--- src/leaf_cfg.svh ---
`ifndef LEAF_CFG_SVH
`define LEAF_CFG_SVH

// Network packet and user word widths
`define PACKET_BITS 49
`define PAYLOAD_BITS 32

// Kernel port counts, ports are numbered from 1
`define NUM_IN_PORTS 3
`define NUM_OUT_PORTS 2

// Words per input buffer
`define FIFO_DEPTH 4

// Address of this leaf in the tree
`define LEAF_ID 5

`endif

--- src/bft_pkg.sv ---
`include "leaf_cfg.svh"

package bft_pkg;

    // Data packet as it travels through the tree
    typedef struct packed {
        logic                     vld;
        logic [4:0]               dst_leaf;
        logic [3:0]               dst_port;
        logic [4:0]               src_leaf;
        logic [1:0]               src_port;
        logic [`PAYLOAD_BITS-1:0] payload;
    } bft_data_t;

    // Configuration packet, dst_port is zero
    typedef struct packed {
        logic                    vld;
        logic [4:0]              dst_leaf;
        logic [3:0]              dst_port;
        logic [3:0]              cfg_out_port;
        logic [4:0]              cfg_dest_leaf;
        logic [3:0]              cfg_dest_port;
        logic [`PACKET_BITS-24:0] reserved;
    } bft_cfg_t;

    // One packet word, read in either view
    typedef union packed {
        bft_data_t data;
        bft_cfg_t  cfg;
    } bft_packet_u;

endpackage

--- src/leaf_pkg.sv ---
`include "leaf_cfg.svh"

package leaf_pkg;

    // Word on a kernel port with its valid flag
    typedef struct packed {
        logic [`PAYLOAD_BITS-1:0] data;
        logic                     vld;
    } user_word_t;

    // Where packets from one output port are sent
    typedef struct packed {
        logic       valid;
        logic [4:0] dest_leaf;
        logic [3:0] dest_port;
    } route_entry_t;

endpackage

--- src/leaf_ingress.sv ---
`timescale 1ns/1ps
`include "leaf_cfg.svh"

module leaf_ingress (
    input  logic                 clk,
    input  logic                 reset,
    input  bft_pkg::bft_packet_u din,
    output bft_pkg::bft_cfg_t    cfg_pkt,
    output leaf_pkg::user_word_t user_in [1:`NUM_IN_PORTS],
    input  logic                 user_in_ack [1:`NUM_IN_PORTS]
);

    localparam int PTR_BITS = $clog2(`FIFO_DEPTH);
    localparam int CNT_BITS = $clog2(`FIFO_DEPTH + 1);

    logic                     for_me;
    logic                     is_cfg;
    logic [`NUM_IN_PORTS:1]   wr_req;
    logic [`NUM_IN_PORTS:1]   wr_en;
    logic [`NUM_IN_PORTS:1]   rd_en;
    logic [`NUM_IN_PORTS:1]   full;

    logic [`PAYLOAD_BITS-1:0] mem [1:`NUM_IN_PORTS][0:`FIFO_DEPTH-1];
    logic [PTR_BITS-1:0]      wr_ptr [1:`NUM_IN_PORTS];
    logic [PTR_BITS-1:0]      rd_ptr [1:`NUM_IN_PORTS];
    logic [CNT_BITS-1:0]      count [1:`NUM_IN_PORTS];

    assign for_me = din.data.vld && (din.data.dst_leaf == 5'(`LEAF_ID));
    assign is_cfg = for_me && (din.data.dst_port == 4'd0);

    // Port decode, ports above NUM_IN_PORTS match nothing
    always_comb begin
        for (int p = 1; p <= `NUM_IN_PORTS; p++) begin
            full[p]         = (count[p] == CNT_BITS'(`FIFO_DEPTH));
            wr_req[p]       = for_me && (din.data.dst_port == 4'(p));
            wr_en[p]        = wr_req[p] && !full[p];
            rd_en[p]        = user_in_ack[p] && (count[p] != '0);
            user_in[p].vld  = (count[p] != '0);
            user_in[p].data = mem[p][rd_ptr[p]];
        end
    end

    always_ff @(posedge clk) begin
        for (int p = 1; p <= `NUM_IN_PORTS; p++) begin
            if (wr_en[p]) begin
                mem[p][wr_ptr[p]] <= din.data.payload;
            end
        end
    end

    always_ff @(posedge clk) begin
        if (reset) begin
            for (int p = 1; p <= `NUM_IN_PORTS; p++) begin
                wr_ptr[p] <= '0;
                rd_ptr[p] <= '0;
                count[p]  <= '0;
            end
        end else begin
            for (int p = 1; p <= `NUM_IN_PORTS; p++) begin
                if (wr_en[p]) begin
                    wr_ptr[p] <= (wr_ptr[p] == PTR_BITS'(`FIFO_DEPTH - 1)) ? '0
                                                                        : wr_ptr[p] + 1'b1;
                end
                if (rd_en[p]) begin
                    rd_ptr[p] <= (rd_ptr[p] == PTR_BITS'(`FIFO_DEPTH - 1)) ? '0
                                                                        : rd_ptr[p] + 1'b1;
                end
                case ({wr_en[p], rd_en[p]})
                    2'b10:   count[p] <= count[p] + 1'b1;
                    2'b01:   count[p] <= count[p] - 1'b1;
                    default: count[p] <= count[p];
                endcase
            end
        end
    end

    // Configuration goes to the route table one cycle later
    always_ff @(posedge clk) begin
        if (reset) begin
            cfg_pkt <= '0;
        end else begin
            cfg_pkt <= is_cfg ? din.cfg : '0;
        end
    end

    // Tree has no back-pressure, so a packet for a full buffer is lost
    no_write_when_full: assert property (@(posedge clk) disable iff (reset)
        (wr_req & full) == '0)
        else $error("input buffer full, packet dropped");

endmodule

--- config.mk ---
export PLATFORM = sky130hd
export DESIGN_NAME = leaf_ingress
export DESIGN_NICKNAME = d
export VERILOG_FILES = /design/src/bft_pkg.sv /design/src/leaf_pkg.sv /design/src/leaf_ingress.sv
export VERILOG_INCLUDE_DIRS = /design/src
export SDC_FILE = /design/constraint.sdc
export NUM_CORES = 1
export LEC_CHECK = 0
export ABC_AREA = 1
export BUFFER_PORTS_ARGS = -buffer_cell sky130_fd_sc_hd__buf_2
export CAP_MARGIN = 20
export CORE_MARGIN = 5
export CORE_UTILIZATION = 35
export DETAILED_ROUTE_END_ITERATION = 8
export PLACE_DENSITY = 0.59
export SLEW_MARGIN = 20
export SYNTH_ARGS = -nofsm -noshare
export SYNTH_HDL_FRONTEND = slang
export SYNTH_SLANG_ARGS = --single-unit
export TNS_END_PERCENT = 30
--- constraint.sdc ---
create_clock -name clk -period 3.6 [get_ports clk]
set_input_delay 0.72 -clock clk [delete_from_list [all_inputs] [get_ports clk]]
set_output_delay 0.72 -clock clk [all_outputs]
set_load 0.03 [all_outputs]
Word level (Yosys, flattened, before mapping)
Memories as Yosys holds them, arrays and structs flattened. Cells that the tools add are included.

Add/sub/neg operators: 12. Equality and inequality tests: 19. $lt $le $gt $ge: 9. Bitwise logic cells: 22. Muxes and demuxes: 92. Reduce and logical (&&, ||, !) cells: 27.

Operators by type and width (count): 128-bit two-way mux (7); 32-bit two-way mux (9); 128-bit OR reduction (2); 32-bit binary-select mux with 2-bit select (3); 32-bit demux with 2-bit select (3); 1-bit two-way mux (47); 2-bit two-way mux (14); 3-bit two-way mux (9); 2-bit equality test, second input constant (9); 3-bit greater-or-equal comparator, second input constant (6); 2-bit inverter with 3-bit output (6); 1-bit bitwise OR (15); 1-bit logical AND (14); 2-bit by 1-bit adder with 2-bit output, second input constant (6); 3-bit by 1-bit adder with 3-bit output, second input constant (3); 3-bit equality test, second input constant (3); 3-bit by 1-bit less-than comparator with 1-bit output, second input constant (3); 3-bit nonzero test (3); 3-bit by 1-bit subtractor with 3-bit output, second input constant (3); 4-bit by 2-bit equality test with 1-bit output, second input constant (2); 2-bit OR reduction (4); 2-bit by 1-bit equality test with 1-bit output, second input constant (3); 5-bit by 3-bit equality test with 1-bit output, second input constant (1); 4-bit by 1-bit equality test with 1-bit output, second input constant (1); 3 further kinds (5).

Word-level logic and storage cells: 192. Input port bits: 54. Register bits after elaboration: 49. RAM bits: 405. Memories kept: 4.

Memories: mem (depth 3, bits a word 128, read ports 3, clocked after Yosys merged registers in 0, write ports 1, line leaf_ingress.sv:23) `` logic [`PAYLOAD_BITS-1:0] mem [1:`NUM_IN_PORTS][0:`FIFO_DEPTH-1]; ``; count (depth 3, bits a word 3, read ports 3, clocked after Yosys merged registers in 0, write ports 3, line leaf_ingress.sv:26) `` logic [CNT_BITS-1:0] count [1:`NUM_IN_PORTS]; ``; rd_ptr (depth 3, bits a word 2, read ports 3, clocked after Yosys merged registers in 0, write ports 3, line leaf_ingress.sv:25) `` logic [PTR_BITS-1:0] rd_ptr [1:`NUM_IN_PORTS]; ``; wr_ptr (depth 3, bits a word 2, read ports 3, clocked after Yosys merged registers in 0, write ports 3, line leaf_ingress.sv:24) `` logic [PTR_BITS-1:0] wr_ptr [1:`NUM_IN_PORTS]; ``.

Longest topological paths before layout
Depth in word-level cells: 11. Depth in mapped cells: 11. Depth with buffers taken out: 11.

Least setup slack after synthesis
OpenSTA, ideal clock, no wires.

Path type: input to register. Start point: in din[46] (netlist name). End point: reg, netlist name mem[0][128]. Data arrival time: 2.603 ns. Required time: 3.179 ns. Stages on the path: 5. Buffers on the path: 0. Setup slack: 0.576 ns. Path through: nor2_2 -> nand3_4 -> inv_2 -> nand2_4 -> nor2_1.

RTL lines: start, declared (line leaf_ingress.sv:7) `input bft_pkg::bft_packet_u din,`.

==> impl_metrics.json <==
{
  "seq_area_frac_synth_pct": 75.4,
  "grt_pass1_vias": 10400,
  "dp.cells": 2069,
  "synth_top_family_by_area": "compound AO/OA/AOI/OAI gates",
  "end_kind": "primary output",
  "setup_viol": 0,
  "reg2reg_to": "count[0][8]$_DFFE_PP_",
  "die_area_sq_um": 54400,
  "h-tree-depth": 2,
  "area_growth_pct": 20.2,
  "worst_pin_slew_ns": 0.715,
  "synth_top_area_share_pct": 69.8,
  "synth_top_area_cell": "edfxtp_1",
  "synth_compound_area_share_pct": 9.41,
  "grt_max_degree": 67,
  "start_util_pct": 35.5,
  "min_period_ns": 3.17,
  "post_drt_wl_per_cell_um": 20.1,
  "arrival_ns": 2.45,
  "viasPerCell": 4.82,
  "synth_cell_types": 31,
  "post-dp-hpwl_um": 27000,
  "die_h_um": 233,
  "dr.pass1.iters": 5,
  "fin_nets": 1540,
  "slew_violations": 0,
  "power_density_nw_per_um2": 610,
  "synthArstFlopShare_pct": 0,
  "finClkSkew_ns": 0.00941,
  "cts_setup_buffers": 0,
  "finalHoldViolations": 0,
  "cts_hold_buf": 0,
  "r2r_start": "count[0][6]$_DFFE_PP_",
  "synth-adder-area-share_pct": 2.15,
  "rrSetupSlack_ns": 1.34,
  "rr_worst_depth": 8,
  "status": "complete, no violations",
  "post_synth_inst_count": 1231,
  "cp.required_ns": 2.88,
  "max-slew-margin-rel_pct": 52.3,
  "irDropWorstVdd_uv": 333,
  "synth-simple-area-share_pct": 9.39,
  "rsz0062_at_grt": "false",
  "endpoint": "user_in[35]",
  "leakagePower_nw": 7.41,
  "antenna_found_initial": 2,
  "synth.most_common_cell": "edfxtp_1",
  "avgSynthCellArea_sq_um": 14.2,
  "drtAntennaViolNets": 0,
  "pin_count": 202,
  "clock_path_buffers": 3,
  "period_share_pct": 88.1,
  "io_buffer_count": 201,
  "path_class": "reg2out",
  "synth_warnings": 0,
  "maxCapViolCount": 0,
  "yosys.area_share.xor_xnor_pct": 0.201,
  "cts_resized": 0,
  "synthMuxAreaShare_pct": 0,
  "globalRouteOverflowTotal": 0,
  "synth_flop_cell": "edfxtp_1",
  "grt_util_all_layers_pct": 15.6,
  "ctsRootBufferMaster": "clkbuf_16",
  "synthTopCellsByCount": "405 x edfxtp_1, 234 x nor2_1, 181 x o21ai_0, 96 x o22ai_1",
  "final_cell_count_no_fill": 2161,
  "gp_congestion": 0.763,
  "first_iter_violations": 710,
  "fmax_mhz": 315,
  "grt_pass1_wl_um": 64500,
  "num_vias": 10400,
  "num_antenna_cells": 0,
  "cts_buffers": 49,
  "path_clk_slew_ns": 0.06,
  "synth_edf_count": 405,
  "worstPathMaxFanout": 66,
  "design.core.area_sq_um": 49200,
  "clk_latency_ns": 0.57,
  "layout-drive-gt1-share_pct": 25.3,
  "drt-total-wl_um": 43400,
  "row_count": 81,
  "ys_top_cells_by_area": "edfxtp_1 70%, dfxtp_1 5.6%, o21ai_0 5.2%",
  "ys_seq_elements": 454,
  "syn_area_sq_um": 17400,
  "cts_tree": "built",
  "cts_sinks": 454,
  "cp-startpoint": "rd_ptr[0][4]$_SDFFCE_PP0P_",
  "drc": 0,
  "startpoint_type": "flop",
  "hp-class": "in2reg",
  "die-width_um": 233,
  "fin_tns_setup_ns": 0
}
[routing by layer]
metal / vias to the layer above / track usage [%] / wire (um)
met5: - / 0 / 0
met1: 5149 / 21.5 / 19600
met4: 0 / 3.10 / 658
met2: 272 / 25.6 / 20600
met3: 50 / 3.68 / 2510
li1: 4952 / - / -
[how the worst min path moves through the flow]
stage / start / to / slack, ns / cells after the start
after floorplan: count[0][3]$_DFFE_PP_ / count[0][3]$_DFFE_PP_ / 0.57 / 1
after global placement: count[0][6]$_DFFE_PP_ / count[0][6]$_DFFE_PP_ / 0.60 / 1
after detailed placement: count[0][6]$_DFFE_PP_ / count[0][6]$_DFFE_PP_ / 0.61 / 1
after CTS: din[36] / cfg_pkt[36]$_SDFF_PP0_ / 0.36 / 2
after global routing: din[35] / cfg_pkt[35]$_SDFF_PP0_ / 0.37 / 2
final: din[36] / cfg_pkt[36]$_SDFF_PP0_ / 0.39 / 2
[state kept, by name, summed over array words and instances, names as in the netlist]
name	cells
count	9
mem	384
rd_ptr	6
cfg_pkt	49
wr_ptr	6
[where the power goes]
group | internal [W] | total [W] | switching (W)
Clock | 0.00317 | 0.00518 | 0.00201
Sequential | 0.00578 | 0.00582 | 0.0000429
Combinational | 0.000466 | 0.00180 | 0.00133
[layout by cell type, fill, tap and decap left out, drive strengths merged]
cell	instances
a21boi	3
a21oi	3
buf	235
bufinv	7
clkbuf	66
clkinv	15
clkinvlp	3
conb	7
dfxtp	49
edfxtp	405
ha	30
inv	57
nand2	23
nand3	11
nand4	1
nor2	240
nor3	3
nor3b	39
o21ai	198
o22ai	96
or2	2
xnor2	3
xor2	1
[kinds of logic after synthesis]
logic type / count (synthesis)
AND/OR/NAND/NOR: 319
XOR/XNOR: 4
AO/OA/AOI/OAI: 300
adder cells (fa/ha/maj): 30
other: 1
buffers and inverters: 123
flip-flops: 454
[critical path, cell delays in order (launching register included)]
cell and delay (ns):
edfxtp_1 0.39, buf_4 0.59, o21ai_0 0.20, o22ai_1 0.41
buf_2 0.29
[layout make-up]
class	count	area, sq um
Timing Repair Buffer	235	1290
Sequential cell	454	13100
Tap cell	664	831
Clock inverter	26	308
Multi-Input combinational cell	660	3800
Clock buffer	66	1370
Fill cell	4458	28200
Inverter	56	218
[metrics by stage]
step	hold WS, ns	setup slack [ns]	instance area [sq um]	power, W	util (%)
2_1_floorplan	0.567	0.576	17500	0.00710	-
3_3_place_gp	0.598	0.906	19300	0.00774	39.2
3_5_place_dp	0.611	0.815	19300	0.00776	39.2
4_1_cts	0.356	0.462	21000	0.0130	42.6
5_1_grt	0.366	0.356	21000	0.0133	42.6
6_report	0.386	0.427	21000	0.0128	42.6
Note: power is estimated with default switching activity, not from simulation.
