**config.mk**
```make
export PLATFORM = sky130hd
export DESIGN_NAME = leaf_ctrl
export DESIGN_NICKNAME = d
export VERILOG_FILES = /design/src/bft_pkg.sv /design/src/leaf_pkg.sv /design/src/leaf_ctrl.sv
export VERILOG_INCLUDE_DIRS = /design/src
export SDC_FILE = /design/constraint.sdc
export NUM_CORES = 1
export LEC_CHECK = 0
export BUFFER_PORTS_ARGS = -buffer_cell sky130_fd_sc_hd__buf_2
export CAP_MARGIN = 20
export CORE_AREA = 8 8 62 64
export CTS_CLUSTER_SIZE = 20
export DETAILED_ROUTE_END_ITERATION = 10
export DIE_AREA = 0 0 70 72
export PLACE_DENSITY = 0.71
export SYNTH_ARGS = -nofsm -noshare
export SYNTH_HDL_FRONTEND = slang
export SYNTH_SLANG_ARGS = --single-unit
export TNS_END_PERCENT = 30
```
**constraint.sdc**
```tcl
create_clock -name clk -period 1.15 [get_ports clk]
set_input_delay 0.115 -clock clk [delete_from_list [all_inputs] [get_ports clk]]
set_output_delay 0.115 -clock clk [all_outputs]
set_load 0.05 [all_outputs]
```
**src/leaf_cfg.svh**
```systemverilog
`ifndef LEAF_CFG_SVH
`define LEAF_CFG_SVH

// Network packet and user word widths
`define PACKET_BITS 49
`define PAYLOAD_BITS 32

// Kernel port counts, ports are numbered from 1
`define NUM_IN_PORTS 3
`define NUM_OUT_PORTS 2

// Words per input buffer
`define FIFO_DEPTH 4

// Address of this leaf in the tree
`define LEAF_ID 5

`endif

```
**src/bft_pkg.sv**
```systemverilog
`include "leaf_cfg.svh"

package bft_pkg;

    // Data packet as it travels through the tree
    typedef struct packed {
        logic                     vld;
        logic [4:0]               dst_leaf;
        logic [3:0]               dst_port;
        logic [4:0]               src_leaf;
        logic [1:0]               src_port;
        logic [`PAYLOAD_BITS-1:0] payload;
    } bft_data_t;

    // Configuration packet, dst_port is zero
    typedef struct packed {
        logic                    vld;
        logic [4:0]              dst_leaf;
        logic [3:0]              dst_port;
        logic [3:0]              cfg_out_port;
        logic [4:0]              cfg_dest_leaf;
        logic [3:0]              cfg_dest_port;
        logic [`PACKET_BITS-24:0] reserved;
    } bft_cfg_t;

    // One packet word, read in either view
    typedef union packed {
        bft_data_t data;
        bft_cfg_t  cfg;
    } bft_packet_u;

endpackage

```
**src/leaf_pkg.sv**
```systemverilog
`include "leaf_cfg.svh"

package leaf_pkg;

    // Word on a kernel port with its valid flag
    typedef struct packed {
        logic [`PAYLOAD_BITS-1:0] data;
        logic                     vld;
    } user_word_t;

    // Where packets from one output port are sent
    typedef struct packed {
        logic       valid;
        logic [4:0] dest_leaf;
        logic [3:0] dest_port;
    } route_entry_t;

endpackage

```
**src/leaf_ctrl.sv**
```systemverilog
`timescale 1ns/1ps
`include "leaf_cfg.svh"

module leaf_ctrl (
    input  logic                   clk,
    input  logic                   reset,
    input  logic                   ap_start,
    input  logic                   resend,
    input  bft_pkg::bft_cfg_t      cfg_pkt,
    output logic                   user_reset,
    output logic                   hold_out,
    output leaf_pkg::route_entry_t route [1:`NUM_OUT_PORTS]
);

    logic       started;
    logic [1:0] resend_tail;

    // Kernel leaves reset one cycle after ap_start is seen
    always_ff @(posedge clk) begin
        if (reset) begin
            started    <= 1'b0;
            user_reset <= 1'b1;
        end else begin
            if (ap_start) begin
                started <= 1'b1;
            end
            if (started) begin
                user_reset <= 1'b0;
            end
        end
    end

    // Last two cycles of resend, keeps egress quiet a little longer
    always_ff @(posedge clk) begin
        if (reset) begin
            resend_tail <= 2'b00;
        end else begin
            resend_tail <= {resend_tail[0], resend};
        end
    end

    assign hold_out = resend || (resend_tail != 2'b00);

    // Route table, writes to unknown output ports fall through
    always_ff @(posedge clk) begin
        if (reset) begin
            for (int p = 1; p <= `NUM_OUT_PORTS; p++) begin
                route[p] <= '0;
            end
        end else begin
            for (int p = 1; p <= `NUM_OUT_PORTS; p++) begin
                if (cfg_pkt.vld && (cfg_pkt.cfg_out_port == 4'(p))) begin
                    route[p].valid     <= 1'b1;
                    route[p].dest_leaf <= cfg_pkt.cfg_dest_leaf;
                    route[p].dest_port <= cfg_pkt.cfg_dest_port;
                end
            end
        end
    end

    // Ingress must not deliver configuration while the leaf is in reset
    cfg_quiet_in_reset: assert property (@(posedge clk) reset |=> !cfg_pkt.vld)
        else $error("configuration write seen before reset release");

endmodule

```
# After elaboration in Yosys (flattened, before gate mapping)

Index checks and enable logic that the tools add are counted.

Register bits: 24
Bits of input ports: 53

Eq/ne operators: 2
Reduce and logical (&&, ||, !) cells: 4

Operators by type and width:

| kind                 | number |
|---|---|
| $eq A4 B1 Y1 const B | 1 |
| $eq A4 B2 Y1 const B | 1 |
| $logic_and A1 B1 Y1  | 2 |
| $reduce_bool A2 Y1   | 1 |
| $logic_or A1 B1 Y1   | 1 |

# Longest topological paths before layout

Gate-level depths: netlist (run 1).

Depth after elaboration: 2
Depth in mapped cells: 3
Mapped depth without buffers: 3

# Worst setup path after synthesis (run 1)

OpenSTA, ideal clock, no wires.

Path kind: input-to-reg
Start point: in cfg_pkt[38] (netlist bit)
End point: reg route[2] (netlist bit)
Arrival time: 1,046 ps
Required time: 1,078 ps
Setup slack: 32 ps
Stages on the path: 3
Path buffers: 0
Cells stage by stage: or3b_4 -> nor3b_4 -> mux2i_1

Cells in the longest elaborated chain, start to end: 2

RTL lines:

| what                | RTL line        | RTL |
|---|---|---|
| start, declared     | leaf_ctrl.sv:9  | `input bft_pkg::bft_cfg_t cfg_pkt,` |
| $eq A4 B2 Y1        | leaf_ctrl.sv:52 | `if (cfg_pkt.vld && (cfg_pkt.cfg_out_port == 4'(p))) begin` |
| $logic_and A1 B1 Y1 | leaf_ctrl.sv:52 |  |
| end, declared       | leaf_ctrl.sv:12 | `` output leaf_pkg::route_entry_t route [1:`NUM_OUT_PORTS] `` |

No other way between the ends.
A chain may end at the register's enable or synchronous reset.

# Worst setup path after layout (run 1)

Start point: reg resend_tail[0]
End point: out hold_out

Cells in the longest elaborated chain, start to end: 2

RTL lines:

| what                   | RTL line        | RTL |
|---|---|---|
| start, declared        | leaf_ctrl.sv:16 | `logic [1:0] resend_tail;` |
| start signal, assigned | leaf_ctrl.sv:38 | `resend_tail <= {resend_tail[0], resend};` |
| $reduce_bool A2 Y1     | leaf_ctrl.sv:42 | `assign hold_out = resend \|\| (resend_tail != 2'b00);` |
| $logic_or A1 B1 Y1     | leaf_ctrl.sv:42 |  |
| end, declared          | leaf_ctrl.sv:11 | `output logic hold_out,` |

No other way between the ends.

==> results of run 1 <==
through the flow:
step                      power [mW]  hold WS (ns)
final                           1.48        0.0496
after global routing            1.57        0.0231
after CTS                       1.50       0.00957
after detailed placement        1.06         0.335
after global placement          1.05         0.320
after floorplan                0.995         0.231
logic make-up (layout without fill, tap and decap cells):
kind of cell | Yosys count | in the layout | share of synthesized area
compound gates | 3 | 3 | 0.0181
buf+inv | 6 | 50 | 0.0233
flops | 24 | 24 | 0.497
mux | 18 | 18 | 0.186
simple gates | 38 | 38 | 0.276
cell usage after synthesis (all sizes together):
library cell and n:
or3 1, a21oi 2, nor3b 3, nand2b 27, or3b 1, a21o 1, clkbuf 3, dfxtp 24
nor2 2, nand3b 2, nor2b 2, mux2i 18, inv 3
worst paths after layout:
path / start / endpoint / cells after the start
max: resend_tail[0] / hold_out / 2
min: resend / resend_tail[0] / 2
max reg2reg: started / user_reset / 2
min reg2reg: route[19] / route[19] / 2
power by group through the flow:
stage	sequential, mW	clock (mW)	combinational [mW]
2_1_floorplan	0.919	0	0.0764
3_3_place_gp	0.875	0	0.179
3_5_place_dp	0.876	0	0.183
4_1_cts	0.858	0.457	0.189
5_1_grt	0.861	0.500	0.204
6_report	0.858	0.431	0.190
metal layers:
metal / vias to the layer above / global-route usage / share of wire
li1: 377 / - / -
met1: 328 / 0.0933 / 0.46
met2: 27 / 0.143 / 0.45
met3: 2 / 0.0368 / 0.076
met4: 0 / 0.0335 / 0.0066
met5: - / 0 / 0
state kept, by name, summed over array words and instances (netlist names):
signal       count
resend_tail      2
route           20
started          1
user_reset       1
worst register-to-register path: cells and delay by family (launching register included):
family                 cells  cell delay (ns)
flip-flops                 1             0.35
AO/OA/AOI/OAI              1             0.14
buffers and inverters      1             0.05
cell type report:
cell class	instances	area, µm²	area share
multi-input combinational	59	469	0.365
timing repair buffer	43	246	0.192
clock buffer	4	36.3	0.0282
inverter	3	11.3	0.00875
sequential	24	482	0.375
tap	33	41.3	0.0321
timing repair:
action / in CTS / in global routing
hold buffers: 1 / 0
hold endpoints to repair: 1 / 0
resized for setup: 2 / 2
setup endpoints to repair: 1 / 1
pin swaps: 1 / 0
==> reports/qor.yml, run 1 <==
outcome:
  outcome: "finished, violations left"
  violations: "setup timing"
timing:
  worstMarginPinSlew_ns: 0.431
  final.setup_skew_ns: 0.00364
  worst_slack_ns: -0.127
  rsz0062_at_grt: "true"
  max_freq_mhz: 783
  hold_viol: 0
  slew_headroom: 0.712
  finalCriticalPeriod_ns: 1.28
  setup_viol: 1
  final.setup.tns_ns: -0.127
  fin_crit_sh: 1.11
  drv_slew: 0
placement:
  portBuffers: 39
  gp_congestion: 0.670
  hpwl_mm: 1.64
  placed_cells: 161
  dp_slack_ns: -0.134
  placed_area_mm2: 0.00123
detailed_routing:
  drc: 0
  via_per_inst: 4.42
  ant_nets: 0
  wl_per_cell_um: 12.8
  vias: 734
  first_iter_violations: 13
  wl_mm: 2.12
  dr.pass1.iters: 2
hold_path:
  hold_path.class: "input pin to register"
power_and_ir_drop:
  pwr-share-comb: 0.128
  power.internal_mw: 1.12
  powerDensity_mw_per_mm2: 1150
  switchingPower_uw: 355
  p_sw_frac: 0.240
  peakVddDrop_mv: 0.605
  power.leakage_nw: 0.621
  pwr-share-seq: 0.580
  clkPwrFrac: 0.291
clock_network:
  cts_tree: "yes"
  cts.clk_slew.worst_paths_ns: 0.13
  worstSkewPairLatency_ns: 0.31
  numClockSinks: 24
  clk_root_buffer_cell: "clkbuf_4"
  cts_buffer_depth: 2
  post-cts-setup-buffers: 0
  ctsHtreeMaxLevel: 1
  cts_buffers: 3
logic_synthesis:
  ys_warn_count: 0
  synth_area_leaders: "dfxtp_1 50%, mux2i_1 19%, nand2b_1 17%, nor3b_4 3.9%, nand3b_1 1.6%"
  yosysUniqueCellTypes: 14
  ys_seq_elements: 24
  syn_area_per_cell_um2: 10.9
  synth_top_area_frac: 0.497
  synth_nets: 142
  synth_top_cell_by_area: "dfxtp_1"
  syn_inst: 89
  syn_area_um2: 967
  ys_seq_area_frac: 0.497
finish:
  nNetsFinal: 187
  fillers: 287
  stdcell_count: 166
  layout_commonest_cell: "buf_2"
  most-common-layout-cells: "38 x buf_2, 27 x nand2b_1, 23 x dfxtp_1"
  drive_above_1_share: 0.383
  syn2layout_area_growth_pct: 33.0
  final_cell_area_mm2: 0.00129
  final_core_util: 0.443
  n_antenna_cell: 0
critical_path:
  crit_slowest_cell: "or3_4"
  path_cells: "or3_4, buf_6"
  critPathLaunchType: "register"
  crit_family: "simple AND/OR/NAND/NOR gates"
  critPathMaxStageDelay_ns: 0.36
  end_kind: "primary output"
  worstPathRequired_ns: 1.03
  crit_buf_inv: 1
  cp.arrival_ns: 1.16
  regToRegSetupSlack_ns: 0.52
  crit_fanout: 2
  worstSetupPathType: "register to primary output"
global_route:
  grt_pass1_wl_mm: 3.62
  grt_util_all_layers: 0.0854
  antenna_found_initial: 0
  grt_pass1_vias: 810
  grt_overflow: 0
  grt_max_degree: 34
floorplan:
  fp-row-count: 20
  core_mm2: 0.00290
  die_h_um: 72
  die_w_um: 70
  io_pins: 75
  initial_core_util: 0.333
  die-area_mm2: 0.00504
run:
  cap_violations: 0
(Power assumes the default switching activity.)
==> run 2: changes to the inputs <==
MAX_ROUTING_LAYER = met4   (was default)
==> run 2 against run 1 <==
The run still ends with setup timing left. Final cell count unchanged. Critical path type unchanged. Worst setup slack about the same. Sequential share of layout area unchanged. Hold slack better by 0.00093 ns. Largest power group unchanged. Critical endpoint unchanged. First-iteration DRC count up 15%.
==> reports/qor.yml, run 2 (synthesized netlist as in run 1, its figures left out) <==
outcome:
  outcome: "finished, violations left"  # unchanged
  violations: "setup timing"  # unchanged
floorplan:
  die_h_um: 72  # unchanged
  die-area_mm2: 0.00504  # unchanged
  fp-row-count: 20  # unchanged
  die_w_um: 70  # unchanged
  core_mm2: 0.00290  # unchanged
  io_pins: 75  # unchanged
  initial_core_util: 0.333  # unchanged
placement:
  hpwl_mm: 1.64  # unchanged
  placed_area_mm2: 0.00123  # unchanged
  gp_congestion: 0.677  # was 0.670
  placed_cells: 161  # unchanged
  portBuffers: 39  # unchanged
  dp_slack_ns: -0.134  # unchanged
critical_path:
  critPathLaunchType: "register"  # unchanged
  endpoint: "hold_out"  # unchanged
  end_kind: "primary output"  # unchanged
  worstPathRequired_ns: 1.03  # about the same
  crit_fanout: 2  # unchanged
  worstSetupPathType: "register to primary output"  # unchanged
  reg2reg_depth: 2  # unchanged
  reg2reg_to: "user_reset"  # unchanged
  timing.rr.start: "started"  # unchanged
  crit_path_start: "resend_tail[0]"  # unchanged
  cp.arrival_ns: 1.16  # about the same
  regToRegSetupSlack_ns: 0.52  # about the same
clock_network:
  worstSkewPairLatency_ns: 0.31  # about the same
  cts_buffers: 3  # unchanged
  clk_root_buffer_cell: "clkbuf_4"  # unchanged
  post-cts-setup-buffers: 0  # unchanged
  cts_tree: "yes"  # unchanged
  cts.clk_slew.worst_paths_ns: 0.13  # about the same
  numClockSinks: 24  # unchanged
  ctsHtreeMaxLevel: 1  # unchanged
  cts_buffer_depth: 2  # unchanged
finish:
  largest_reg_flops: 20  # unchanged
  multi_input_area_um2: 469  # unchanged
  n_antenna_cell: 0  # unchanged
  final_core_util: 0.443  # unchanged
  largest_register: "route"  # unchanged
  layout.area.seq_um2: 482  # unchanged
  largestRegisters: "route x20, resend_tail x2"  # unchanged
  stdcell_count: 166  # unchanged
  syn2layout_area_growth_pct: 33.0  # unchanged
  final_cell_area_mm2: 0.00129  # unchanged
  fillers: 287  # unchanged
  drive_above_1_share: 0.383  # unchanged
  most-common-layout-cells: "38 x buf_2, 27 x nand2b_1, 23 x dfxtp_1"  # unchanged
  nNetsFinal: 187  # unchanged
  layout_commonest_cell: "buf_2"  # unchanged
detailed_routing:
  drc: 0  # unchanged
  wl_mm: 2.13  # was 2.12 mm
  via_per_inst: 4.42  # unchanged
  first_iter_violations: 15  # was 13
  wl_per_cell_um: 12.8  # about the same
  ant_nets: 0  # unchanged
  vias: 734  # unchanged
  dr.pass1.iters: 2  # unchanged
run:
  cap_violations: 0  # unchanged
global_route:
  grt_overflow: 0  # unchanged
  grt_pass1_wl_mm: 3.62  # unchanged
  grt_max_degree: 34  # unchanged
  grt_pass1_vias: 810  # unchanged
  antenna_found_initial: 0  # unchanged
  grt_util_all_layers: 0.0877  # was 0.0854
power_and_ir_drop:
  power.leakage_nw: 0.621  # unchanged
  powerDensity_mw_per_mm2: 1150  # about the same
  peakVddDrop_mv: 0.605  # about the same
timing:
  fin_crit_sh: 1.11  # about the same
  slew_headroom: 0.712  # about the same
  max_freq_mhz: 783  # about the same
  hold_viol: 0  # unchanged
  rsz0062_at_grt: "true"  # unchanged
  final.setup_skew_ns: 0.00365  # was 0.00364 ns
  drv_slew: 0  # unchanged
  finalCriticalPeriod_ns: 1.28  # about the same
  worstMarginPinSlew_ns: 0.431  # about the same
  setup_viol: 1  # unchanged
  worst_slack_ns: -0.127  # about the same
hold_path:
  hold_path.class: "input pin to register"  # unchanged
  hold_path_depth: 2  # unchanged
## run 2: cell counts in the layout (fill, tap and decap cells not counted)
No cell type changed its count.
## run 2: critical path: stages (launching register included)
cell	delay (ns)
dfxtp_2	0.34
or3_4	0.36
buf_6	0.16
## run 2: how the worst min path moves through the flow
stage	from	endpoint	slack, ns
5_1_grt	resend	resend_tail[0]	0.02
6_report	resend	resend_tail[0]	0.05
4_1_cts	resend	resend_tail[0]	0.01
3_3_place_gp	ap_start	started	0.32
2_1_floorplan	ap_start	started	0.23
3_5_place_dp	ap_start	started	0.34
## run 2: per-layer routing
metal,up-vias,share of wire,GRT usage
li1,377,-,-
met1,328,0.49,0.0980
met2,27,0.45,0.143
met3,2,0.054,0.0286
met4,0,0.0066,0.0335
met5,-,0,-
## run 2: power breakdown
group          switching (mW)  internal (mW)  leakage, nW
registers             0.00824          0.850        0.195
clock network           0.238          0.193       0.0210
logic                   0.109         0.0811        0.405
total                   0.355           1.12        0.621
## run 2: area by class of cell
cell class              count  share of cell area
flip-flops and latches     24               0.375
multi-input cells          59               0.365
repair buffers             43               0.192
well taps                  33              0.0321
clock buffers               4              0.0282
inverters                   3             0.00875
## run 2: stage by stage
step	power, mW	setup TNS (ns)	hold slack, ns
after detailed placement	1.06	-1.08	0.335
after floorplan	0.995	0	0.231
after global placement	1.05	-0.879	0.320
after CTS	1.50	-0.142	0.00957
after global routing	1.57	-0.182	0.0231
final	1.48	-0.127	0.0505
## run 2: what timing repair did
| action | 4_1_cts | 5_1_grt |
|---|---|---|
| hold buffers | 1 | 0 |
| resized for setup | 2 | 2 |
| endpoints found under the setup margin | 1 | 1 |
| hold endpoints to repair | 1 | 0 |
| pin swaps | 1 | 0 |
==> run 3: changes to the inputs <==
clock period = 1.09 ns   (was 1.15 ns; I/O delays follow)
==> run 3 against run 2 <==
The run still ends with setup timing left. Clock-buffer cell count shrank 1. Sequential share of layout area shrank 0.76 points. Via count grew 2.9%. Largest cell class unchanged.
==> reports/qor.yml, run 3 (synthesized netlist as in run 1, its figures left out) <==
outcome:
  outcome: "finished, violations left"  # unchanged
  violations: "setup timing"  # unchanged
finish:
  largestRegisters: "route x20, resend_tail x2"  # unchanged
  final_cell_area_mm2: 0.00132  # was 0.00129 mm²
  layout_commonest_cell: "nand2b_1"  # was buf_2
  largest_reg_flops: 20  # unchanged
  drive_above_1_share: 0.386  # was 0.383
  layout.area.seq_um2: 483  # was 482 µm²
  fillers: 285  # was 287
  final_core_util: 0.453  # was 0.443
  n_antenna_cell: 0  # unchanged
  largest_register: "route"  # unchanged
  syn2layout_area_growth_pct: 36.1  # was 33.0%
  nNetsFinal: 186  # was 187
  multi_input_area_um2: 469  # unchanged
  most-common-layout-cells: "27 x nand2b_1, 25 x buf_2, 22 x dfxtp_1"  # was 38 x buf_2, 27 x nand2b_1, 23 x dfxtp_1
critical_path:
  critPathMaxStageDelay_ns: 0.35  # was 0.36 ns
  crit_fanout: 2  # unchanged
  path_cells: "or3_4, buf_6"  # unchanged
  crit_slowest_cell: "or3_4"  # unchanged
  regToRegSetupSlack_ns: 0.47  # was 0.52 ns
  critPathLaunchType: "register"  # unchanged
  cp.arrival_ns: 1.15  # was 1.16 ns
  worstSetupPathType: "register to primary output"  # unchanged
  end_kind: "primary output"  # unchanged
  worstPathRequired_ns: 0.98  # was 1.03 ns
detailed_routing:
  drc: 0  # unchanged
  via_per_inst: 4.58  # was 4.42
  vias: 755  # was 734
  wl_mm: 2.19  # was 2.13 mm
  wl_per_cell_um: 13.3  # was 12.8 µm
  ant_nets: 0  # unchanged
  first_iter_violations: 17  # was 15
  dr.pass1.iters: 4  # was 2
timing:
  rsz0062_at_grt: "true"  # unchanged
  final.setup_skew_ns: 0.0000297  # was 0.00365 ns
  fin_crit_sh: 1.16
  drv_slew: 0  # unchanged
  max_freq_mhz: 792
  slew_headroom: 0.724  # was 0.712
  finalCriticalPeriod_ns: 1.26
  worst_slack_ns: -0.173  # was -0.127 ns
  worstMarginPinSlew_ns: 0.414  # was 0.431 ns
  setup_viol: 1  # unchanged
  hold_viol: 0  # unchanged
clock_network:
  cts_tree: "yes"  # unchanged
  clk_root_buffer_cell: "clkbuf_4"  # unchanged
  cts.clk_slew.worst_paths_ns: 0.12  # was 0.13 ns
  numClockSinks: 24  # unchanged
  worstSkewPairLatency_ns: 0.30  # was 0.31 ns
  cts_buffers: 3  # unchanged
  post-cts-setup-buffers: 0  # unchanged
  cts_buffer_depth: 2  # unchanged
  ctsHtreeMaxLevel: 1  # unchanged
power_and_ir_drop:
  power.leakage_nw: 0.614  # was 0.621 nW
  total_power_mw: 1.74  # was 1.48 mW
  powerDensity_mw_per_mm2: 1330  # was 1150 mW/mm²
  peakVddDrop_mv: 0.804  # was 0.605 mV
floorplan:
  initial_core_util: 0.333  # unchanged
  fp-row-count: 20  # unchanged
  die_h_um: 72  # unchanged
  core_mm2: 0.00290  # unchanged
  die-area_mm2: 0.00504  # unchanged
  die_w_um: 70  # unchanged
  io_pins: 75  # unchanged
run:
  cap_violations: 0  # unchanged
placement:
  dp_slack_ns: -0.197  # was -0.134 ns
  placed_area_mm2: 0.00121  # was 0.00123 mm²
  portBuffers: 39  # unchanged
  gp_congestion: 0.686  # was 0.677
  hpwl_mm: 1.68  # was 1.64 mm
global_route:
  grt_max_degree: 34  # unchanged
  grt_util_all_layers: 0.0894  # was 0.0877
  grt_pass1_wl_mm: 3.74  # was 3.62 mm
  antenna_found_initial: 0  # unchanged
  grt_pass1_vias: 819  # was 810
  grt_overflow: 0  # unchanged
hold_path:
  hold_path.class: "input pin to register"  # unchanged
-- run 3: critical path: cells and delay by family, from the launching register on --
kind | cells | cell delay [ns]
buffers and inverters | 1 | 0.16
AND/OR/NAND/NOR | 1 | 0.35
flip-flops | 1 | 0.34
-- run 3: final timing paths --
kind,from,endpoint,depth (start not counted)
worst max register to register,route[10],route[10],2
worst max-delay path,resend_tail[0],hold_out,2
worst min register to register,route[19],route[19],2
worst min-delay path,resend,resend_tail[0],2
-- run 3: layout make-up --
| cell class | instances | share of cell area |
|---|---|---|
| clock buffer | 3 | 0.0171 |
| clock inverter | 1 | 0.0228 |
| inverter | 3 | 0.00856 |
| multi-input combinational | 59 | 0.356 |
| sequential | 24 | 0.367 |
| tap | 33 | 0.0314 |
| timing repair buffer | 42 | 0.197 |
-- run 3: metrics by stage --
stage                     cells  setup TNS [ns]  hold WS [ns]
after global routing        165          -0.219        0.0272
after global placement      160           -1.34         0.314
after CTS                   164          -0.181       0.00143
final                       165          -0.173        0.0288
after detailed placement    160           -1.79         0.326
after floorplan              89          -0.108         0.225
-- run 3: layer usage --
layer / vias to the layer above / GRT usage / share of wire
li1: 377 / - / -
met1: 351 / 0.110 / 0.48
met2: 25 / 0.135 / 0.45
met3: 2 / 0.0300 / 0.071
met4: 0 / 0.0268 / 0.0032
met5: - / - / 0
-- run 3: power by group --
group	total (mW)	leakage, nW	switching [mW]	internal (mW)
Clock	0.635	0.0279	0.264	0.372
Sequential	0.906	0.195	0.00938	0.897
Combinational	0.203	0.391	0.115	0.0878
-- run 3: repair_timing --
item                                    4_1_cts  5_1_grt
endpoints found under the setup margin        1       14
pin swaps                                     1        0
hold buffers                                  0        1
gates resized for setup                       3       17
endpoints found under the hold margin         0        1
