==> src/leaf_cfg.svh <==
`ifndef LEAF_CFG_SVH
`define LEAF_CFG_SVH

// Network packet and user word widths
`define PACKET_BITS 49
`define PAYLOAD_BITS 32

// Kernel port counts, ports are numbered from 1
`define NUM_IN_PORTS 3
`define NUM_OUT_PORTS 2

// Words per input buffer
`define FIFO_DEPTH 4

// Address of this leaf in the tree
`define LEAF_ID 5

`endif

==> src/leaf_pkg.sv <==
`include "leaf_cfg.svh"

package leaf_pkg;

    // Word on a kernel port with its valid flag
    typedef struct packed {
        logic [`PAYLOAD_BITS-1:0] data;
        logic                     vld;
    } user_word_t;

    // Where packets from one output port are sent
    typedef struct packed {
        logic       valid;
        logic [4:0] dest_leaf;
        logic [3:0] dest_port;
    } route_entry_t;

endpackage

==> src/user_kernel.sv <==
`timescale 1ns/1ps
`include "leaf_cfg.svh"

module user_kernel (
    input  logic                 clk,
    input  logic                 reset,
    input  leaf_pkg::user_word_t user_in [1:`NUM_IN_PORTS],
    output logic                 user_in_ack [1:`NUM_IN_PORTS],
    output leaf_pkg::user_word_t user_out [1:`NUM_OUT_PORTS],
    input  logic                 user_out_ack [1:`NUM_OUT_PORTS]
);

    logic                     running;
    logic [`NUM_OUT_PORTS:1]  out_free;
    logic [`NUM_OUT_PORTS:1]  load;
    logic [`NUM_OUT_PORTS:1]  out_vld;
    logic [`PAYLOAD_BITS-1:0] out_data [1:`NUM_OUT_PORTS];
    logic [`PAYLOAD_BITS-1:0] result [1:`NUM_OUT_PORTS];

    // No acks until the first cycle out of reset
    always_ff @(posedge clk) begin
        if (reset) begin
            running <= 1'b0;
        end else begin
            running <= 1'b1;
        end
    end

    // Output register can take a new word in the cycle it is drained
    always_comb begin
        for (int p = 1; p <= `NUM_OUT_PORTS; p++) begin
            out_free[p] = !out_vld[p] || user_out_ack[p];
        end
    end

    // Sum needs both operands present at once
    assign load[1] = running && user_in[1].vld && user_in[2].vld && out_free[1];
    assign load[2] = running && user_in[3].vld && out_free[2];

    assign result[1] = user_in[1].data + user_in[2].data;
    assign result[2] = {user_in[3].data[`PAYLOAD_BITS-2:0], user_in[3].data[`PAYLOAD_BITS-1]};

    assign user_in_ack[1] = load[1];
    assign user_in_ack[2] = load[1];
    assign user_in_ack[3] = load[2];

    always_ff @(posedge clk) begin
        if (reset) begin
            out_vld <= '0;
        end else begin
            for (int p = 1; p <= `NUM_OUT_PORTS; p++) begin
                if (load[p]) begin
                    out_vld[p] <= 1'b1;
                end else if (user_out_ack[p]) begin
                    out_vld[p] <= 1'b0;
                end
            end
        end
    end

    always_ff @(posedge clk) begin
        for (int p = 1; p <= `NUM_OUT_PORTS; p++) begin
            if (load[p]) begin
                out_data[p] <= result[p];
            end
        end
    end

    always_comb begin
        for (int p = 1; p <= `NUM_OUT_PORTS; p++) begin
            user_out[p].vld  = out_vld[p];
            user_out[p].data = out_data[p];
        end
    end

endmodule

==> config.mk <==
export PLATFORM = sky130hd
export DESIGN_NAME = user_kernel
export DESIGN_NICKNAME = d
export VERILOG_FILES = /design/src/leaf_pkg.sv /design/src/user_kernel.sv
export VERILOG_INCLUDE_DIRS = /design/src
export SDC_FILE = /design/constraint.sdc
export NUM_CORES = 1
export LEC_CHECK = 0
export ABC_AREA = 1
export ABC_CLOCK_PERIOD_IN_PS = 6850
export BUFFER_PORTS_ARGS = -buffer_cell sky130_fd_sc_hd__buf_2
export CAP_MARGIN = 20
export CELL_PAD_IN_SITES_DETAIL_PLACEMENT = 1
export CELL_PAD_IN_SITES_GLOBAL_PLACEMENT = 2
export CORE_UTILIZATION = 29
export DETAILED_ROUTE_END_ITERATION = 10
export GPL_ROUTABILITY_DRIVEN = 0
export GPL_TIMING_DRIVEN = 0
export MAX_ROUTING_LAYER = met4
export PLACE_DENSITY_LB_ADDON = 0.1
export SYNTH_ARGS = -nofsm -noshare
export SYNTH_HDL_FRONTEND = slang
export SYNTH_SLANG_ARGS = --single-unit
==> constraint.sdc <==
create_clock -name clk -period 6.85 [get_ports clk]
set_input_delay 0.3425 -clock clk [delete_from_list [all_inputs] [get_ports clk]]
set_output_delay 0.3425 -clock clk [all_outputs]
set_load 0.01 [all_outputs]
# Yosys cells after proc, flatten, opt, wreduce, memory -nomap -nowiden
# Memories as Yosys holds them, arrays and structs flattened.
# Index checks and enable logic that the tools add are counted.
# totals
mem_count	1
ram_bits	64
out_inout_bits	69
regBits	3
# mem_list
memory	words	width	rd	rd_clocked_by_memory_dff	write_ports	line_no	rtl
out_data	2	32	2	0	2	user_kernel.sv:17	logic [`PAYLOAD_BITS-1:0] out_data [1:`NUM_OUT_PORTS];
# classes
muxes	9
n_reduce_logical	11
addsub	1
# op_table
operator	count
$add A32 B32 Y32	1
$mux W1	9
$logic_and A1 B1 Y1	5
$reduce_bool A2 Y1	2
$logic_not A1 Y1	2
$logic_or A1 B1 Y1	2

# Logic depth before layout (Yosys ltp)
# Gate-level depths: netlist (run 1).
# depth
ltp_word	5
depth_mapped	12

# Worst setup path before layout (run 1)
# No wires, ideal clock.
# synth_path
kind	reg2out
startpoint	register out_vld[1] (netlist name)
endpoint	output user_in_ack[2] (netlist name)
slack_ps	4220
path_stages_with_launch	5
t_arrival_ps	2287
required_time_ps	6508
cell_sequence	dfxtp_1 inv_1 nor2_1 nor2_1 buf_4
# synth_lines
element	line_no	rtl
start: declaration	user_kernel.sv:16	logic [`NUM_OUT_PORTS:1] out_vld;
start signal: assignment	user_kernel.sv:49	out_vld <= '0;
start signal: indexed assignment	user_kernel.sv:53	out_vld[p] <= 1'b1;
start signal: indexed assignment	user_kernel.sv:55	out_vld[p] <= 1'b0;
end: declaration	user_kernel.sv:8	output logic user_in_ack [1:`NUM_IN_PORTS],

==> results of run 1 <==
## layer usage
layer,up-vias,wire (um)
li1,2143,-
met1,1860,5580
met2,109,6490
met3,8,718
met4,0,109
met5,-,0
## metrics by stage
step	cell area [sq um]	worst slack, ps	utilization	hold WS, ps	power, uW
6_report	5880	4760	0.400	178	1270
5_1_grt	5880	4630	0.400	163	1340
4_1_cts	5880	4690	0.400	161	1290
3_5_place_dp	5550	4600	0.378	522	777
3_3_place_gp	5510	3130	0.375	519	768
2_1_floorplan	4420	4220	-	415	669
## power breakdown
part,switching (uW),internal (uW),leakage (uW)
clock network,186,321,0.000158
logic,172,106,0.00244
registers,4.08,479,0.000619
total,362,906,0.00322
## worst max-delay path, stage by stage (launching register included)
cell and delay, ps:
dfxtp_1 340, nand2_1 90, nor2_4 700, buf_2 270
## path summary, 6_finish.rpt
| kind | startpoint | endpoint | cells past startpoint |
|---|---|---|---|
| worst max-delay path | running | user_in_ack[0] | 3 |
| worst min-delay path | reset | out_vld[2] | 2 |
| worst max register to register | running | out_data[2][22] | 2 |
| worst min register to register | out_vld[2] | out_vld[2] | 4 |
## sequential cells by signal, indices dropped and copies added, names as in the netlist
name and count:
out_data 64, out_vld 2, running 1
## cells in the final DEF, fill, tap and decap left out, drive strengths merged
cell / n
clkbuf: 9
nor2: 46
a21oi: 20
ha: 31
bufinv: 2
a21o: 1
nand3: 28
fa: 1
nor3: 5
o21a: 1
dfxtp: 3
edfxtp: 64
nand2: 236
xnor2: 2
clkinv: 3
or2: 1
inv: 117
nand4: 3
xor2: 14
o21bai: 2
buf: 173
## cells by family after synthesis
family	Yosys count	share of synthesized area
AOI/OAI and AO/OA	24	0.0303
xor gates and xnor gates	16	0.0317
adders and majority gates	32	0.0922
buffers and inverters	116	0.0993
DFF	67	0.448
and+or+nand+nor	319	0.299
## cell type report
class | instances | share of cell area
multi-input cells | 391 | 0.343
flip-flops and latches | 67 | 0.337
repair buffers | 172 | 0.150
inverters | 115 | 0.0735
well taps | 184 | 0.0392
clock buffers | 9 | 0.0383
clock inverters | 7 | 0.0168
plain buffers | 1 | 0.00128
==> results.ini, run 1 <==
[run_status]
status=finished, violations left
violations=design-rule violations

[cts]
clk_pin_slew_ps=70
clk_latency_ps=330
cts_tree=done
cts_setup_buffers=0
cts_buffers=9
htreeDepth=3
postCtsResizedCells=0
cts-root-to-sink-buffers=2
cts_sinks=67
cts_hold_buf=0
cts-root-buf=clkbuf_16

[logic_synthesis]
synth_area_sq_um=4420
synthCells=574
synth_top_area_share=0.434
synth_nets=709
yosys.cell_types.count=24
synth.most_common_cell=nand2_1
ys_ff_latch=67
synth_ff_type=edfxtp_1
avgSynthCellArea_sq_um=7.71
synth-seq-area-share=0.448
synth-edff-count=64
synth_common_cells=nand2_1, inv_1, edfxtp_1, nor2_1, ha_1
synth-async-reset-ratio=0
synth_area_leaders=edfxtp_1, nand2_1, inv_1
synth.largest_area_cell=edfxtp_1
ys_warn_count=0

[final_layout]
syn2layout_area_growth_pct=32.8
seqCellArea_sq_um=1980
diodes=0
fill_cells=1865
nNetsFinal=892
fin_cells=946
layout-drive-gt1-share=0.285
multiInputGateArea_sq_um=2020

[floorplanning]
start_util=0.301
coreArea_sq_um=14700
rows=44
fp.dieArea_sq_um=15800
ioPinCount=172
fp.dieH_um=126
die_w_um=126

[place]
place_hpwl_mm=11.1
post-place-cells=930
portBuffers=171

[critical_path]
cp.arrival_ps=1750
end_kind=output port
start_kind=flop
reg2reg_slack_ps=5320
cp_max_fo=34
cp.required_ps=6510
path_class=flop to output port

[power_and_ir_drop]
leakagePower_uw=0.00322
powerDensity_nw_per_um2=216
ir_drop_v=0.000121

[min_path]
hold_path_class=input pin to flop

[grt]
grt_use_met2=0.311
grt_max_degree=35
grt_pass1_vias=4339
grt_pass1_wl_mm=20.9
antenna_found_initial=0
busiest_layer=met2
track_usage=0.176
overflow=0
use_met3=0.0415
grtUsageMet1=0.199

[sta]
rsz0062_at_grt=false
finalMaxSlewViolations=0
hold_viol_final=0
layout_min_cycle_time_ps=2090
min_period_over_period=0.305
relSlewSlack=0.410
setup_violations=0
tns_ps=0
fmax_mhz=479
fin_skew_ps=11.7
tightest_slew_ps=883

[route]
num_vias=4120
antenna_left=0
drt-pass1-iter-count=7
drt-total-wl_mm=12.9
drt-initial-drc-count=98
drc=17
vias_per_cell=4.36
wl_per_cell_um=13.6

[job]
drv_cap=0

(Power assumes the default switching activity.)
==> run 2: changes to the inputs <==
--- a/config.mk
+++ b/config.mk
@@ -7,12 +7,12 @@
 export NUM_CORES = 1
 export LEC_CHECK = 0
 export ABC_AREA = 1
-export ABC_CLOCK_PERIOD_IN_PS = 6850
+export ABC_CLOCK_PERIOD_IN_PS = 1700
 export BUFFER_PORTS_ARGS = -buffer_cell sky130_fd_sc_hd__buf_2
 export CAP_MARGIN = 20
 export CELL_PAD_IN_SITES_DETAIL_PLACEMENT = 1
 export CELL_PAD_IN_SITES_GLOBAL_PLACEMENT = 2
-export CORE_UTILIZATION = 29
+export CORE_UTILIZATION = 24
 export DETAILED_ROUTE_END_ITERATION = 10
 export GPL_ROUTABILITY_DRIVEN = 0
 export GPL_TIMING_DRIVEN = 0
==> constraint.sdc (replaced) <==
create_clock -name clk -period 1.7 [get_ports clk]
set_input_delay 0.085 -clock clk [delete_from_list [all_inputs] [get_ports clk]]
set_output_delay 0.085 -clock clk [all_outputs]
set_load 0.01 [all_outputs]
==> run 2 against run 1 <==
Against the previous run: the run now ends clean; flip-flop and latch count unchanged; utilization down 5.1 points; critical path depth up 9; clock skew down 3.2 ps; register-to-register slack worse by 5200 ps; global-route usage down 1.8 points; clock power rose to 3.9 times the previous value; sequential power rose to 4.0 times the previous value; combinational power rose to 4.4 times the previous value; first-iteration DRC count down 10%; cell count up 8.8%; largest power group unchanged.
==> results.ini, run 2 (synthesis results as in run 1) <==
[sta]
fin_ws_ps=158  ; -4600 ps
fmax_mhz=649
relSlewSlack=0.410  ; about the same
fin_worst_hold_slack_ps=62.1  ; -116 ps
rsz0062_at_grt=false
layout_min_cycle_time_ps=1540
finalMaxSlewViolations=0  ; unchanged
tightest_slew_ps=884  ; +1.10 ps
setup_violations=0  ; unchanged
min_period_over_period=0.907
fin_skew_ps=8.58  ; -3.17 ps
hold_viol_final=0  ; unchanged

[critical_path]
cp.required_ps=1800  ; -4710 ps
crit_path_cell_trace=buf_2 -> ha_2 -> fa_2 -> buf_4 -> nand2_1 -> nand3_2 -> nand2_1 -> nand2_2 -> nand2_1 -> nand2_1 -> nand2_1 -> nand2_1
cp_top_family=simple AND/OR/NAND/NOR gates
end_kind=flop
cp_max_fo=3  ; -91%
path_buf_inv=2  ; +1
ff2ff_path_depth=2  ; unchanged
cp_num_cells=12  ; +9
path_class=input pin to flop
critical_path.most_common_cell=nand2_1
critPathMaxStageDelay_ps=420  ; -280 ps
start_kind=input pin
cp.arrival_ps=1640  ; -110 ps
cpMaxStageDelayCell=fa_2

[min_path]
hold_path_class=input pin to flop
min_path_cells=2  ; unchanged

[floorplanning]
start_util=0.245  ; -0.0555
fp.dieH_um=138  ; +9.8%
die_w_um=138  ; +9.8%
rows=49  ; +11%
fp.dieArea_sq_um=19000  ; +20%
ioPinCount=172  ; unchanged
coreArea_sq_um=18000  ; +23%

[cts]
clk_latency_ps=350  ; +20 ps
cts_buffers=9  ; unchanged
cts_tree=done
cts-root-buf=clkbuf_16
cts-root-to-sink-buffers=2  ; unchanged
clk_pin_slew_ps=60  ; about the same
htreeDepth=3  ; unchanged
cts_sinks=67  ; unchanged

[place]
place_ws_ps=-348  ; -4940 ps
dpl_cell_area_sq_um=5600  ; +0.88%
portBuffers=171  ; unchanged
place_hpwl_mm=11.5  ; +3.1%

[final_layout]
top_regs=out_data (64), out_vld (2), running (1)
final_common_cell=nand2_1
final_cell_mix=nand2_1, buf_2, inv_1
diodes=0  ; unchanged
final_util=0.348  ; -0.0513
largest_reg_flops=64  ; unchanged
layout-drive-gt1-share=0.281  ; -0.00353
largest_register=out_data
nNetsFinal=930  ; +4.3%
syn2layout_area_growth_pct=42.0
fin_area_sq_um=6280  ; +6.9%

[grt]
grt_pass1_vias=4248  ; -2.1%
grt_pass1_wl_mm=21.6  ; +3.3%
overflow=0  ; unchanged
track_usage=0.158  ; -0.0176
antenna_found_initial=0  ; unchanged
grt_max_degree=28  ; -20%

[power_and_ir_drop]
powerDensity_nw_per_um2=817  ; +280%
swShare=0.304  ; +0.0186
finalPower_uw=5130  ; +310%
pwr-share-comb=0.235  ; +0.016
power_frac_clock=0.386  ; -0.014
leakagePower_uw=0.00336  ; +4.4%
p_sw_uw=1560  ; +330%
seqPwrFrac=0.379  ; -0.002
ir_drop_v=0.000438  ; +260%
p_int_uw=3570  ; +290%

[job]
drv_cap=0  ; unchanged

[run_status]
status=finished, final reports clean

[route]
num_vias=4234  ; +2.8%
drt-pass1-iter-count=5  ; -2
drt-initial-drc-count=88  ; -10%
wl_per_cell_um=13.8  ; +0.93%
antenna_left=0  ; unchanged
drt-total-wl_mm=14.2  ; +9.8%
vias_per_cell=4.11  ; -5.5%
drc=0  ; -17

## run 2: cell count changes in the layout (fill, tap and decap cells not counted), moves of 2 or more
| cell | before | now |
|---|---|---|
| clkinvlp_4 | 0 | 2 |
| clkinv_4 | 2 | 0 |
| buf_4 | 1 | 5 |
| dlygate4sd3_1 | 0 | 33 |
## run 2: worst register-to-register path: cells and delay by family (launching register included)
family	cells	cell delay, ps
and+or+nand+nor	2	830
DFF	1	330
## run 2: repair_timing
action | 4_1_cts | 5_1_grt
endpoints found under the hold margin | 34 | 0
buffers inserted | 2 | 2
hold buffers | 33 | 0
cloned | 1 | 0
pin swaps | 2 | 1
setup endpoints to repair | 2 | 3
resized for setup | 0 | 2
## run 2: cell type report
cell class | count | area [sq um]
timing repair buffer | 209 | 1240
tap | 229 | 287
clock inverter | 7 | 82.6
buffer | 1 | 7.51
sequential | 67 | 1980
multi-input combinational | 392 | 2030
fill | 2267 | 11700
inverter | 115 | 432
clock buffer | 9 | 225
## run 2: final timing paths
kind / to / from / slack [ps]
max: out_data[1][30] / user_in[34] / 160
min: out_data[1][0] / user_in[67] / 60
max reg2reg: out_data[2][16] / running / 160
min reg2reg: out_vld[1] / out_vld[1] / 640
## run 2: per-layer routing
metal  track usage  share of wire  vias up
met4        0.0447          0.013        0
li1              -              -     2228
met2         0.263           0.48      112
met3        0.0357          0.052       13
met1         0.190           0.45     1881
met5             -              0        -
## run 2: power groups by stage
stage | clock network, uW | registers (uW) | logic, uW
2_1_floorplan | 0 | 2020 | 673
3_3_place_gp | 0 | 1980 | 1140
3_5_place_dp | 0 | 1980 | 1160
4_1_cts | 2060 | 1950 | 1230
5_1_grt | 2120 | 1950 | 1380
6_report | 1980 | 1950 | 1210
## run 2: through the flow
stage | setup TNS (ps) | instances
3_3_place_gp | -4360 | 974
4_1_cts | 0 | 1027
5_1_grt | 0 | 1029
2_1_floorplan | 0 | 574
6_report | 0 | 1029
3_5_place_dp | -2190 | 975
==> run 3: changes to the inputs <==
--- a/config.mk
+++ b/config.mk
@@ -6,13 +6,12 @@
 export SDC_FILE = /design/constraint.sdc
 export NUM_CORES = 1
 export LEC_CHECK = 0
-export ABC_AREA = 1
 export ABC_CLOCK_PERIOD_IN_PS = 1700
 export BUFFER_PORTS_ARGS = -buffer_cell sky130_fd_sc_hd__buf_2
 export CAP_MARGIN = 20
 export CELL_PAD_IN_SITES_DETAIL_PLACEMENT = 1
 export CELL_PAD_IN_SITES_GLOBAL_PLACEMENT = 2
-export CORE_UTILIZATION = 24
+export CORE_UTILIZATION = 26
 export DETAILED_ROUTE_END_ITERATION = 10
 export GPL_ROUTABILITY_DRIVEN = 0
 export GPL_TIMING_DRIVEN = 0
==> run 3 against run 2 <==
Against the previous run: the run now ends with negative setup slack left; final area rose by 1.1%; power up 4.7%; synthesized cell count shrank 45%; die area decreased by 22%; clock power rose by 4%; flip-flop and latch count stayed put; clock skew shrank 5.4 ps; synthesized area fell by 15%; worst setup slack worse by 500 ps; hold slack worse by 33 ps; count of clock-buffer cells in the layout is the same; routed wire length decreased by 9.3%; critical path type unchanged; critical endpoint is now out_data[1][18].
==> results.ini, run 3 <==
[sta]
layout_min_cycle_time_ps=2040  ; +498 ps
relSlewSlack=0.412  ; +0.00234
tightest_slew_ps=877  ; -6.54 ps
finalMaxSlewViolations=0  ; unchanged
setup_violations=12  ; +12
rsz0062_at_grt=true
fin_ws_ps=-339  ; -498 ps
hold_viol_final=0  ; unchanged
min_period_over_period=1.20  ; +0.293
fmax_mhz=490  ; -24%
fin_skew_ps=3.23  ; -5.35 ps

[logic_synthesis]
synth_top_area_share=0.513  ; +0.0785
synth-seq-area-share=0.529  ; +0.0809
synthCells=315  ; -45%
avgSynthCellArea_sq_um=11.9  ; +54%
synth.most_common_cell=edfxtp_1
synth.largest_area_cell=edfxtp_1
ys_ff_latch=67  ; unchanged
synth_area_sq_um=3750  ; -15%
synth_ff_type=edfxtp_1
synth_nets=450  ; -37%
synth-async-reset-ratio=0  ; unchanged
yosys.cell_types.count=50  ; +110%
synth_area_leaders=edfxtp_1, ha_1, xnor2_1
synth_common_cells=edfxtp_1, a21oi_1, ha_1, nand2_1, xnor2_1
ys_warn_count=0  ; unchanged
synth-edff-count=64  ; unchanged

[final_layout]
syn2layout_area_growth_pct=69.5
top_regs=out_data (64), out_vld (2), running (1)
final_cell_mix=buf_2, edfxtp_1, dlygate4sd3_1
diodes=0  ; unchanged
final_common_cell=buf_2
largest_register=out_data
final_util=0.454  ; +0.106
nNetsFinal=697  ; -25%
layout-drive-gt1-share=0.508  ; +0.227
largest_reg_flops=64  ; unchanged

[grt]
antenna_found_initial=0  ; unchanged
overflow=0  ; unchanged
grt_pass1_vias=3559  ; -16%
grt_max_degree=18  ; -36%
grt_pass1_wl_mm=18.9  ; -13%
track_usage=0.175  ; +0.0170

[power_and_ir_drop]
leakagePower_uw=0.00268  ; -20%
powerDensity_nw_per_um2=847  ; +3.6%
ir_drop_v=0.000500  ; +14%

[place]
portBuffers=171  ; unchanged
place_hpwl_mm=8.92  ; -22%
place_ws_ps=-966  ; -618 ps

[route]
vias_per_cell=4.71  ; +14%
antenna_left=0  ; unchanged
drt-pass1-iter-count=4  ; -1
drc=0  ; unchanged
wl_per_cell_um=17.2  ; +25%
drt-total-wl_mm=12.8  ; -9.3%
num_vias=3515  ; -17%
drt-initial-drc-count=150  ; +70%

[critical_path]
path_buf_inv=2  ; unchanged
crit_path_cell_trace=buf_6 -> ha_4 -> fa_2 -> a21o_1 -> a221oi_4 -> buf_4 -> a21oi_2 -> o21ai_2 -> a311oi_1 -> nand2b_1 -> xor2_1
critPathMaxStageDelay_ps=350  ; -70 ps
end_kind=flop
cp.required_ps=1790  ; about the same
cp_max_fo=3  ; unchanged
cp_top_family=compound AO/OA/AOI/OAI gates
start_kind=input pin
path_class=input pin to flop
cp.arrival_ps=2130  ; +490 ps
cpMaxStageDelayCell=a221oi_4

[floorplanning]
start_util=0.268  ; +0.0224
fp.dieH_um=122  ; -11%
die_w_um=122  ; -11%
fp.dieArea_sq_um=14900  ; -22%
ioPinCount=172  ; unchanged
coreArea_sq_um=14000  ; -22%
rows=43  ; -12%

[cts]
cts_sinks=67  ; unchanged
cts_buffers=9  ; unchanged
cts-root-to-sink-buffers=2  ; unchanged
cts_tree=done
htreeDepth=3  ; unchanged
clk_pin_slew_ps=60  ; about the same
cts-root-buf=clkbuf_16
clk_latency_ps=340  ; about the same

[run_status]
violations=negative setup slack
status=finished, violations left

[job]
drv_cap=0  ; unchanged

[min_path]
hold_path_class=input pin to flop

[run 3: cell families after synthesis]
logic type	synth area share
compound gates	0.184
xor+xnor	0.0678
fa+ha+maj	0.109
buf+inv	0.0144
flops	0.529
simple gates	0.0958
[run 3: metrics by stage]
| stage | power (uW) | cells | area, sq um | hold WS, ps | TNS, ps |
|---|---|---|---|---|---|
| 2_1_floorplan | 2670 | 315 | 3950 | 142 | -3690 |
| 3_3_place_gp | 3040 | 666 | 5030 | 263 | -14780 |
| 3_5_place_dp | 3060 | 666 | 5030 | 263 | -17700 |
| 4_1_cts | 5350 | 735 | 6050 | 16.9 | -2460 |
| 5_1_grt | 5630 | 747 | 6350 | 23.4 | -3680 |
| 6_report | 5380 | 747 | 6350 | 29.2 | -2540 |
[run 3: layer usage]
metal | track usage | vias to the layer above | routed length [um]
met1 | 0.214 | 1682 | 5740
met4 | 0.0663 | 0 | 216
met5 | - | - | 0
met3 | 0.0328 | 13 | 652
li1 | - | 1704 | -
met2 | 0.286 | 116 | 6230
[run 3: where the power goes]
| group | total [uW] | switching (uW) | internal, uW |
|---|---|---|---|
| Combinational | 1360 | 679 | 684 |
| Clock | 2060 | 765 | 1290 |
| Sequential | 1960 | 19.3 | 1940 |
| Total | 5380 | 1460 | 3910 |
[run 3: worst reg2reg max path: stages, from the launching register on]
cell,delay (ps)
dfxtp_1,350
nand2_1,150
nor2b_2,730
[run 3: final timing paths]
check                                  from               to  slack [ps]  cells after the start
worst max-delay path            user_in[67]  out_data[1][18]        -340                     11
worst min register to register   out_vld[2]       out_vld[2]         550                      2
worst min-delay path            user_in[34]   out_data[1][0]          30                      2
worst max register to register      running  out_data[2][27]         100                      2
[run 3: repair_timing]
item,4_1_cts,5_1_grt
cloned,2,0
setup buffers,21,13
pin swaps,33,22
hold buffers,33,0
hold endpoints to repair,35,0
resized for setup,40,35
endpoints found under the setup margin,51,34
[run 3: layout make-up]
class | count | area, sq um
well taps | 180 | 225
clock inverters | 7 | 98.8
inverters | 8 | 30.0
repair buffers | 237 | 1550
plain buffers | 2 | 11.3
clock buffers | 9 | 225
flip-flops and latches | 67 | 1980
multi-input cells | 237 | 2230
fillers | 1527 | 7640
